<file path="src/verilog/word_types_pkg.sv">
package word_types_pkg;

    // data widths of the execute stage
    // operands, quotient, remainder and result all share one word
    typedef logic [31:0] word_t;            // 32-bit data word

    // full multiplier output
    // low half feeds mul, high half feeds mulh/mulhu
    typedef logic [63:0] dword_t;           // 64-bit product

endpackage

</file>
<file path="src/verilog/muldiv_op_pkg.sv">
package muldiv_op_pkg;

    // op codes handled by the mul/div part of EX
    typedef enum logic [2:0] {
        op_mul   = 3'd0,                    // low word of product
        op_mulh  = 3'd1,                    // high word, signed x signed
        op_mulhu = 3'd2,                    // high word, unsigned x unsigned
        op_div   = 3'd3,                    // signed quotient
        op_divu  = 3'd4,                    // unsigned quotient
        op_rem   = 3'd5,                    // signed remainder
        op_remu  = 3'd6                     // unsigned remainder
    } muldiv_op_t;

    // which value MEM puts on the result bus
    typedef enum logic [1:0] {
        sel_prod_lo = 2'd0,                 // prod[31:0]
        sel_prod_hi = 2'd1,                 // prod[63:32]
        sel_quo     = 2'd2,                 // divider quotient
        sel_rem     = 2'd3                  // divider remainder
    } res_sel_t;

endpackage

</file>
<file path="src/verilog/id_ex_reg.sv">
`timescale 1ns/1ps
module id_ex_reg (
    input  logic                     clk_div,
    input  logic                     rstn,
    input  logic                     issue,     // one-cycle issue strobe
    input  muldiv_op_pkg::muldiv_op_t issue_op,
    input  word_types_pkg::word_t    issue_a,
    input  word_types_pkg::word_t    issue_b,
    input  logic                     hold,      // divider stall
    output logic                     ex_valid,
    output muldiv_op_pkg::muldiv_op_t ex_op,
    output word_types_pkg::word_t    ex_a,
    output word_types_pkg::word_t    ex_b
);

    // valid bit, the only control state here
    always_ff @(posedge clk_div or negedge rstn) begin
        if (!rstn) begin
            ex_valid <= 1'b0;
        end else if (!hold) begin
            ex_valid <= issue;              // takes the strobe as is
        end
    end

    // op and operands, frozen while the divider works
    // keeps div_en, div_signed and div_x/div_y steady for all 33 EX cycles
    always_ff @(posedge clk_div) begin
        if (!hold) begin
            ex_op <= issue_op;
            ex_a  <= issue_a;               // dividend / multiplicand
            ex_b  <= issue_b;               // divisor / multiplier
        end
    end

endmodule

</file>
<file path="src/verilog/muldiv_decode.sv">
`timescale 1ns/1ps
module muldiv_decode (
    input  logic                      ex_valid,
    input  muldiv_op_pkg::muldiv_op_t ex_op,
    output logic                      div_en,        // divider runs this op
    output logic                      div_signed,    // div/rem
    output logic                      mul_signed_a,  // sign-extend a
    output logic                      mul_signed_b,  // sign-extend b
    output muldiv_op_pkg::res_sel_t   sel            // MEM result pick
);

    logic is_div;                                    // op belongs to the divider

    always_comb begin
        is_div       = 1'b0;
        div_signed   = 1'b0;
        mul_signed_a = 1'b0;
        mul_signed_b = 1'b0;
        sel          = muldiv_op_pkg::sel_prod_lo;
        case (ex_op)
            muldiv_op_pkg::op_mul: begin
                sel = muldiv_op_pkg::sel_prod_lo;    // low word same either way
            end
            muldiv_op_pkg::op_mulh: begin
                mul_signed_a = 1'b1;
                mul_signed_b = 1'b1;
                sel          = muldiv_op_pkg::sel_prod_hi;
            end
            muldiv_op_pkg::op_mulhu: begin
                sel = muldiv_op_pkg::sel_prod_hi;    // both zero-extended
            end
            muldiv_op_pkg::op_div: begin
                is_div     = 1'b1;
                div_signed = 1'b1;
                sel        = muldiv_op_pkg::sel_quo;
            end
            muldiv_op_pkg::op_divu: begin
                is_div = 1'b1;
                sel    = muldiv_op_pkg::sel_quo;
            end
            muldiv_op_pkg::op_rem: begin
                is_div     = 1'b1;
                div_signed = 1'b1;
                sel        = muldiv_op_pkg::sel_rem;
            end
            muldiv_op_pkg::op_remu: begin
                is_div = 1'b1;
                sel    = muldiv_op_pkg::sel_rem;
            end
            default: begin
                is_div = 1'b0;                       // unused code, treat as mul
            end
        endcase
    end

    assign div_en = ex_valid & is_div;               // no divide without a valid op

endmodule

</file>
<file path="src/verilog/div_iter.sv">
`timescale 1ns/1ps
module div_iter (
    input  logic                  clk_div,
    input  logic                  rstn,
    input  logic                  div_en,       // held high for 33 EX cycles
    input  logic                  div_signed,   // held with div_en
    input  word_types_pkg::word_t div_x,        // dividend
    input  word_types_pkg::word_t div_y,        // divisor
    output logic                  stall_div,    // to ID/EX hold and busy
    output word_types_pkg::word_t div_quo,      // MEM-timed quotient
    output word_types_pkg::word_t div_rem       // MEM-timed remainder
);

    word_types_pkg::word_t x_abs;               // |dividend|
    word_types_pkg::word_t y_abs;               // |divisor|, also the subtrahend

    // one-hot step counter, shifted left each step
    // bit 32 set means idle or finished
    logic [32:0] loop_cnt;

    // upper half builds the remainder, lower half shifts the dividend out
    // and the quotient bits in
    logic [63:0] dvd_rmd;

    logic signed_buf;                           // signedness for MEM fixup
    logic x_sign_buf;                           // dividend sign for MEM
    logic y_sign_buf;                           // divisor sign for MEM

    word_types_pkg::word_t quo_raw;             // unsigned quotient
    word_types_pkg::word_t rem_raw;             // unsigned remainder

    // stall for the first 32 EX cycles, released in the 33rd
    assign stall_div = div_en & ~loop_cnt[31];

    // two's complement magnitudes, only for signed ops
    assign x_abs = (div_signed && div_x[31]) ? (~div_x + 32'd1) : div_x;
    assign y_abs = (div_signed && div_y[31]) ? (~div_y + 32'd1) : div_y;

    // sign info follows the op one cycle late, into MEM
    always_ff @(posedge clk_div) begin
        signed_buf <= div_signed;
        x_sign_buf <= div_x[31];
        y_sign_buf <= div_y[31];
    end

    always_ff @(posedge clk_div or negedge rstn) begin
        if (!rstn) begin
            loop_cnt <= {1'b1, 32'd0};          // idle
            dvd_rmd  <= 64'd0;
        end else if (loop_cnt[32] && !div_en) begin
            loop_cnt <= {1'b1, 32'd0};          // stay idle, no divide in EX
            dvd_rmd  <= 64'd0;
        end else if (loop_cnt[32] && div_en) begin
            loop_cnt <= 33'd1;                  // prepare, first step next
            dvd_rmd  <= {32'd0, x_abs};
        end else if (dvd_rmd[62:31] < y_abs) begin
            loop_cnt <= loop_cnt << 1;          // quotient bit 0
            dvd_rmd  <= {dvd_rmd[62:0], 1'b0};
        end else begin
            loop_cnt <= loop_cnt << 1;          // quotient bit 1, subtract
            dvd_rmd  <= {dvd_rmd[62:31] - y_abs, dvd_rmd[30:0], 1'b1};
        end
    end

    assign quo_raw = dvd_rmd[31:0];
    assign rem_raw = dvd_rmd[63:32];

    // sign fixup
    //  x  y | q  r
    //  +  + | +  +
    //  +  - | -  +
    //  -  + | -  -
    //  -  - | +  -
    always_comb begin
        div_quo = quo_raw;
        div_rem = rem_raw;
        if (signed_buf) begin
            if (x_sign_buf != y_sign_buf) begin
                div_quo = ~(quo_raw - 32'd1);   // negate
            end
            if (x_sign_buf) begin
                div_rem = ~(rem_raw - 32'd1);   // follows dividend
            end
        end
    end

endmodule

</file>
<file path="src/verilog/mul_unit.sv">
`timescale 1ns/1ps
module mul_unit (
    input  logic                   signed_a,   // sign-extend a, else zero
    input  logic                   signed_b,   // sign-extend b, else zero
    input  word_types_pkg::word_t  a,
    input  word_types_pkg::word_t  b,
    output word_types_pkg::dword_t prod        // full 64-bit product
);

    logic signed [32:0] a_ext;                 // 33 bits covers both cases
    logic signed [32:0] b_ext;
    logic signed [65:0] full;                  // top two bits are sign copies

    // extra top bit is the sign or zero as chosen
    assign a_ext = {signed_a & a[31], a};
    assign b_ext = {signed_b & b[31], b};

    // one signed multiply serves signed and unsigned ops
    assign full = a_ext * b_ext;

    assign prod = full[63:0];                  // drop the redundant bits

endmodule

</file>
<file path="src/verilog/ex_mem_stage.sv">
`timescale 1ns/1ps
module ex_mem_stage (
    input  logic                    clk_div,
    input  logic                    rstn,
    input  logic                    stall,      // divider still working
    input  logic                    ex_valid,
    input  muldiv_op_pkg::res_sel_t sel,
    input  word_types_pkg::dword_t  prod,
    input  word_types_pkg::word_t   div_quo,    // already MEM-timed
    input  word_types_pkg::word_t   div_rem,    // already MEM-timed
    output logic                    res_valid,
    output word_types_pkg::word_t   res_data
);

    muldiv_op_pkg::res_sel_t mem_sel;           // selector in MEM
    word_types_pkg::dword_t  mem_prod;          // product in MEM

    // a stalled EX cycle passes a bubble, so each op pulses once
    always_ff @(posedge clk_div or negedge rstn) begin
        if (!rstn) begin
            res_valid <= 1'b0;
        end else begin
            res_valid <= ex_valid & ~stall;
        end
    end

    // payload moves only with the op
    always_ff @(posedge clk_div) begin
        if (!stall) begin
            mem_sel  <= sel;
            mem_prod <= prod;
        end
    end

    // result mux
    always_comb begin
        case (mem_sel)
            muldiv_op_pkg::sel_prod_lo: res_data = mem_prod[31:0];
            muldiv_op_pkg::sel_prod_hi: res_data = mem_prod[63:32];
            muldiv_op_pkg::sel_quo:     res_data = div_quo;
            muldiv_op_pkg::sel_rem:     res_data = div_rem;
            default:                    res_data = mem_prod[31:0];
        endcase
    end

endmodule

</file>
<file path="src/verilog/muldiv_top.sv">
`timescale 1ns/1ps
module muldiv_top (
    input  logic                      clk_div,
    input  logic                      rstn,
    input  logic                      issue,
    input  muldiv_op_pkg::muldiv_op_t issue_op,
    input  word_types_pkg::word_t     issue_a,
    input  word_types_pkg::word_t     issue_b,
    output logic                      busy,       // issue ignored while high
    output logic                      res_valid,
    output word_types_pkg::word_t     res_data
);

    logic                      ex_valid;
    muldiv_op_pkg::muldiv_op_t ex_op;
    word_types_pkg::word_t     ex_a;
    word_types_pkg::word_t     ex_b;
    logic                      div_en;
    logic                      div_signed;
    logic                      mul_signed_a;
    logic                      mul_signed_b;
    muldiv_op_pkg::res_sel_t   sel;
    logic                      stall_div;         // hold, stall and busy
    word_types_pkg::word_t     div_quo;
    word_types_pkg::word_t     div_rem;
    word_types_pkg::dword_t    prod;

    assign busy = stall_div;

    id_ex_reg u_id_ex (
        .clk_div  (clk_div),
        .rstn     (rstn),
        .issue    (issue),
        .issue_op (issue_op),
        .issue_a  (issue_a),
        .issue_b  (issue_b),
        .hold     (stall_div),
        .ex_valid (ex_valid),
        .ex_op    (ex_op),
        .ex_a     (ex_a),
        .ex_b     (ex_b)
    );

    muldiv_decode u_decode (
        .ex_valid     (ex_valid),
        .ex_op        (ex_op),
        .div_en       (div_en),
        .div_signed   (div_signed),
        .mul_signed_a (mul_signed_a),
        .mul_signed_b (mul_signed_b),
        .sel          (sel)
    );

    div_iter u_div (
        .clk_div    (clk_div),
        .rstn       (rstn),
        .div_en     (div_en),
        .div_signed (div_signed),
        .div_x      (ex_a),
        .div_y      (ex_b),
        .stall_div  (stall_div),
        .div_quo    (div_quo),
        .div_rem    (div_rem)
    );

    mul_unit u_mul (
        .signed_a (mul_signed_a),
        .signed_b (mul_signed_b),
        .a        (ex_a),
        .b        (ex_b),
        .prod     (prod)
    );

    ex_mem_stage u_ex_mem (
        .clk_div   (clk_div),
        .rstn      (rstn),
        .stall     (stall_div),
        .ex_valid  (ex_valid),
        .sel       (sel),
        .prod      (prod),
        .div_quo   (div_quo),
        .div_rem   (div_rem),
        .res_valid (res_valid),
        .res_data  (res_data)
    );

endmodule

</file>
<file path="config.mk">
export PLATFORM = sky130hd
export DESIGN_NAME = muldiv_top
export DESIGN_NICKNAME = d
export VERILOG_FILES = /design/src/verilog/word_types_pkg.sv /design/src/verilog/muldiv_op_pkg.sv /design/src/verilog/id_ex_reg.sv /design/src/verilog/muldiv_decode.sv /design/src/verilog/div_iter.sv /design/src/verilog/mul_unit.sv /design/src/verilog/ex_mem_stage.sv /design/src/verilog/muldiv_top.sv
export SDC_FILE = /design/constraint.sdc
export NUM_CORES = 2
export LEC_CHECK = 0
export ABC_CLOCK_PERIOD_IN_PS = 12600
export BUFFER_PORTS_ARGS = -buffer_cell sky130_fd_sc_hd__buf_4
export CORE_MARGIN = 10
export CORE_UTILIZATION = 35
export DETAILED_ROUTE_END_ITERATION = 12
export SKIP_CTS_REPAIR_TIMING = 1
export SLEW_MARGIN = 10
export SYNTH_ARGS = -nofsm -noshare
export SYNTH_HDL_FRONTEND = slang
export SYNTH_SLANG_ARGS = --single-unit
</file>
<file path="constraint.sdc">
create_clock -name clk_div -period 12.6 [get_ports clk_div]
set_input_delay 1.89 -clock clk_div [delete_from_list [all_inputs] [get_ports clk_div]]
set_output_delay 1.89 -clock clk_div [all_outputs]
set_load 0.005 [all_outputs]
</file>
Yosys cells after proc, flatten, opt, wreduce, memory -nomap -nowiden. Index checks and enable logic that the tools add are counted.

Register bits after elaboration: 235. Word-level logic and storage cells: 67. Output and inout port bits: 34. Bits of input ports: 70.

Equality and inequality tests: 10. Muxes and demuxes: 16. Reductions and logical operators: 11. Order comparisons: 1. Add/sub/neg operators: 5. Bitwise operators: 11. Multipliers: 1.

Operators with widths (number): two-way mux 32 bit (6); two-way mux 64 bit (3); inverter 32 bit (4); case mux 32 bit (4 select lines) (1); two-way mux 33 bit (2); adder 32 x 1 -> 32 bit, second input constant (2); multiplier 33 x 33 -> 64 bit (1); subtractor 32 x 1 -> 32 bit, second input constant (2); < comparator 32 bit (1); subtractor 32 bit (1); equality test 3 bit, second input constant (3); OR reduction 2 bit (4); equality test 3 x 2 -> 1 bit, second input constant (2); case mux 2 bit (3 select lines) (1); AND 1 bit (5); equality test 2 bit, second input constant (2); logical AND 1 bit (4); OR reduction 4 bit (1); equality test 3 x 1 -> 1 bit, second input constant (1); two-way mux 1 bit (3); equality test 2 x 1 -> 1 bit, second input constant (1); zero test 2 bit (1); inverter 1 bit (2); zero test 1 bit (1); != test 1 bit (1).

Depth between registers and ports, before layout.
Depth in word-level cells: 9. Mapped depth: 34. Depth with buffers taken out: 32.

Cells and area by module. From an unflattened synthesis, not the netlist that was laid out.

Cell total of the unflattened synthesis: 5260. Area total of the unflattened synthesis: 50546.0 um2.

Modules (own cells, without submodules): mul_unit (sequential area each 0.0 um2, cells each 4106, area each 37574.8 um2, times used 1); div_iter (sequential area each 2488.6 um2, cells each 966, area each 8012.7 um2, times used 1); ex_mem_stage (sequential area each 2006.9 um2, cells each 108, area each 2831.5 um2, times used 1); id_ex_reg (sequential area each 2037.0 um2, cells each 70, area each 2055.7 um2, times used 1); muldiv_decode (sequential area each 0.0 um2, cells each 10, area each 71.3 um2, times used 1).

Worst setup path after synthesis. No wires, ideal clock.

Path kind: register to register. Start: reg u_id_ex.ex_op[0]. End: reg u_ex_mem.mem_prod[60], data pin. Path buffers: 1. Data required time: 12337 ps. Period minus slack after synthesis: 8812 ps. Stages on the path, launching flop included: 33. Arrival time: 8549 ps. Setup slack: 3788 ps. Setup time: 263 ps. Cells stage by stage: edfxtp_1 -> ha_1 -> nor2b_1 -> and2_0 -> clkbuf_1 -> nand2_1 -> inv_1 -> fa_1 -> inv_1 -> fa_1 -> inv_1 -> fa_1 -> inv_1 -> fa_1 -> inv_1 -> fa_1 -> fa_1 -> inv_1 -> fa_1 -> fa_1 -> inv_1 -> ha_1 -> and3_1 -> nand2_1 -> nor2_1 -> and3_1 -> a211o_1 -> a211o_1 -> and2_1 -> a21oi_2 -> nor3b_1 -> o41ai_2 -> xnor2_1.

Cells in the longest elaborated chain, start to end: 4. Elaborated cells between the ends (all ways): 5. Those cells by class: 1 x mul; 1 x eq/ne; 1 x mux; 2 x bitwise.

RTL lines: start: declaration (RTL line id_ex_reg.sv:11) `output muldiv_op_pkg::muldiv_op_t ex_op,`; start signal: assignment (RTL line id_ex_reg.sv:29) `ex_op <= issue_op;`; equality test 3 x 1 -> 1 bit * (RTL line muldiv_decode.sv:20) `case (ex_op)`; two-way mux 1 bit * (RTL line muldiv_decode.sv:20); AND 1 bit, on equally long branches (RTL line mul_unit.sv:15, mul_unit.sv:16); multiplier 33 x 33 -> 64 bit * (RTL line mul_unit.sv:19) `assign full = a_ext * b_ext;`; via prod[60] (RTL line muldiv_top.sv:26) `word_types_pkg::dword_t prod;`; end signal: assignment (RTL line ex_mem_stage.sv:31) `mem_prod <= prod;`; end: declaration (RTL line ex_mem_stage.sv:16) `word_types_pkg::dword_t mem_prod;`.

Mark *: on every way through the listed nets, which the timed path passes. The rest lies on a longest branch. A chain may end at the register's enable or synchronous reset.

Worst setup path after layout. Ends and elaborated chain as after synthesis.

==> flow_summary.yaml <==
global_route:
  antenna_found_initial: 5
  grtUsageTotal: 0.185
  grt_pass1_wl_um: 231000
  grt_remaining_overflow: 0
  grt_max_degree: 98
  grt_pass1_vias: 38419
final_layout:
  syn_to_final_growth_pct: 7.01
  n_fill_cell: 14354
  fin_nets: 6671
  drive_gt1_frac: 0.0568
  final_common_cell: "inv_1"
  final_cell_mix: "1163 x inv_1, 1126 x fa_1, 813 x nand2_1"
  multi_input_area_mm2: 0.0383
  seq_area_mm2: 0.00654
timing:
  worstMarginPinSlew_ns: 1.18
  fmaxAchievable_mhz: 101
  relSlewSlack: 0.212
  hold_ws_ns: 0.462
  min_period_ns: 9.93
  setup_tns_ns: 0
  drv_slew: 0
  finalCritPeriodShare: 0.788
  fin_skew_ns: 0.0196
  rsz0062_at_grt: "no"
  setup_viol: 0
  hold_viol: 0
clock_tree:
  cts.path.max_buffers: 3
  cts_root_buf: "clkbuf_16"
  tritoncts: "yes"
  cts.clk_slew.worst_paths_ns: 0.06
  cts-buffers-inserted: 28
  clock_latency_ns: 0.59
  clkSinkCount: 235
  cts-htree-levels: 1
placement:
  dp_hpwl_um: 111000
  numPortBuffers: 103
  gp_congestion: 0.928
die:
  die-area_mm2: 0.160
  rows: 139
  start_util: 0.352
  die_w_um: 400
  core_area_mm2: 0.143
  io_pins: 104
  die_y_um: 400
logic_synthesis:
  seq_area_frac_synth: 0.130
  synth_fa_ha_area_frac: 0.509
  mappedNetlistNets: 6777
  netlist_instances: 5329
  avgSynthCellArea_um2: 9.47
  ys_ff_latch: 235
  synth_edf_count: 133
  synth_top_family_by_area: "adder cells"
  synth_compound_area_frac: 0.0548
  synth-xor-area-share: 0.0377
  synth_cell_types: 81
  yosys_warnings: 0
  yosys.area_share.simple: 0.142
  netlist_area_mm2: 0.0504
  async_flop_share: 0.421
  synthMuxAreaShare: 0.0151
  yosys_most_used_dff: "edfxtp_1"
detailed_routing:
  vias: 36029
  wire_per_inst_um: 20.3
  drt-pass1-iter-count: 7
  routed_wl_um: 145000
  drcViolationCount: 0
  detail-route-antenna-nets: 0
  drt_iter0_drc: 2821
  vias_per_cell: 5.04
worst_setup_path:
  cp.required_ns: 12.91
  r2r_slack_ns: 2.67
  reg2reg_depth: 32
  cp_common_cell: "fa_1"
  r2r-end: "u_ex_mem.mem_prod[60]"
  max_stage_delay_ns: 1.14
  arrival_ns: 10.24
  crit_path_end: "u_ex_mem.mem_prod[60]"
  startpoint_type: "flip-flop"
  slowest_stage: "fa_1"
  critPathMaxFanout: 20
  path_class: "flip-flop to flip-flop"
  crit_path_end_kind: "flip-flop"
  r2r-start: "u_id_ex.ex_op[0]"
  crit_start: "u_id_ex.ex_op[0]"
min_path:
  hold_path_class: "flip-flop to flip-flop"
  min-delay-start: "u_div.loop_cnt[3]"
job:
  maxCapViolCount: 0
status:
  status: "finished, final reports clean"
## per-layer routing
metal,part of all wire,vias up,track usage
met3,0.072,145,0.0238
li1,-,15673,-
met5,0,-,0
met1,0.44,19036,0.263
met4,0.019,0,0.0326
met2,0.47,1175,0.305
## how the worst min path moves through the flow
| stage | to | slack [ns] | cells past startpoint |
|---|---|---|---|
| 3_3_place_gp | u_div.loop_cnt[9] | 0.44 | 1 |
| 5_1_grt | u_div.loop_cnt[18] | 0.49 | 1 |
| 3_5_place_dp | u_div.loop_cnt[4] | 0.45 | 1 |
| 6_report | u_div.loop_cnt[4] | 0.46 | 1 |
| 2_1_floorplan | u_div.x_sign_buf | 0.35 | 0 |
| 4_1_cts | u_div.loop_cnt[4] | 0.47 | 1 |
## per-stage QoR
stage / worst slack [ns] / instances / cell area, µm² / util
floorplan: 3.79 / 5329 / 50400 / -
global placement: 2.79 / 7096 / 53000 / 0.369
detailed placement: 2.66 / 7096 / 53000 / 0.369
CTS: 2.63 / 7148 / 54000 / 0.376
global route: 2.21 / 7148 / 54000 / 0.376
finish: 2.67 / 7151 / 54000 / 0.376
## synth_stat cells (16+ instances only)
cell type	number	share of area
a21oi_1	127	0.013
o22ai_1	32	0.0040
buf_1	43	0.0032
a31oi_1	16	0.0020
dfrtp_1	98	0.049
o31ai_1	19	0.0028
inv_1	1165	0.087
mux4_2	29	0.013
ha_1	252	0.063
and2_1	331	0.041
xor2_1	86	0.015
nand3_1	27	0.0027
nand2_1	813	0.060
xnor2_1	131	0.023
nor2_1	176	0.013
clkbuf_1	262	0.019
fa_1	1126	0.45
a21o_1	56	0.0083
nor2b_1	45	0.0056
nor4_1	23	0.0029
nor3_1	31	0.0031
edfxtp_1	133	0.079
o21ai_0	70	0.0069
a211oi_1	19	0.0028
and3_1	29	0.0036
## worst max-delay path: cells and delay by family, from the launching register on
family / cells / cell delay, ns
flops: 1 / 0.43
xor+xnor: 1 / 0.11
compound gates: 4 / 1.00
fa+ha+maj: 10 / 5.42
simple gates: 9 / 1.42
buf+inv: 8 / 1.26
## cell families (layout without fill, tap and decap cells)
family / after synthesis / count (layout)
multiplexers: 40 / 40
AO/OA/AOI/OAI: 430 / 430
flip-flops: 235 / 235
adder cells (fa/ha/maj): 1378 / 1378
AND/OR/NAND/NOR: 1544 / 1544
XOR/XNOR: 217 / 217
buffers and inverters: 1485 / 1401
other: 0 / 3
## state kept, by name, indices dropped and copies added (netlist names)
name and count:
u_div.dvd_rmd 64, u_ex_mem.mem_prod 64, u_div.loop_cnt 33, u_id_ex.ex_a 32, u_id_ex.ex_b 32, u_id_ex.ex_op 3, u_ex_mem.mem_sel 2, u_div.signed_buf 1
u_div.x_sign_buf 1, u_div.y_sign_buf 1, u_ex_mem.res_valid 1, u_id_ex.ex_valid 1
## final cells by class
class                   count  area share
multi-input cells        3609       0.710
flip-flops and latches    235       0.121
inverters                1165      0.0811
well taps                1903      0.0441
repair buffers            184      0.0258
clock buffers              36      0.0143
clock inverters            16     0.00387
diodes                      3    0.000139
Power is left out: the tool's default activity adds up to more than one toggle a clock period on the data nets, which glitch-free logic cannot reach.
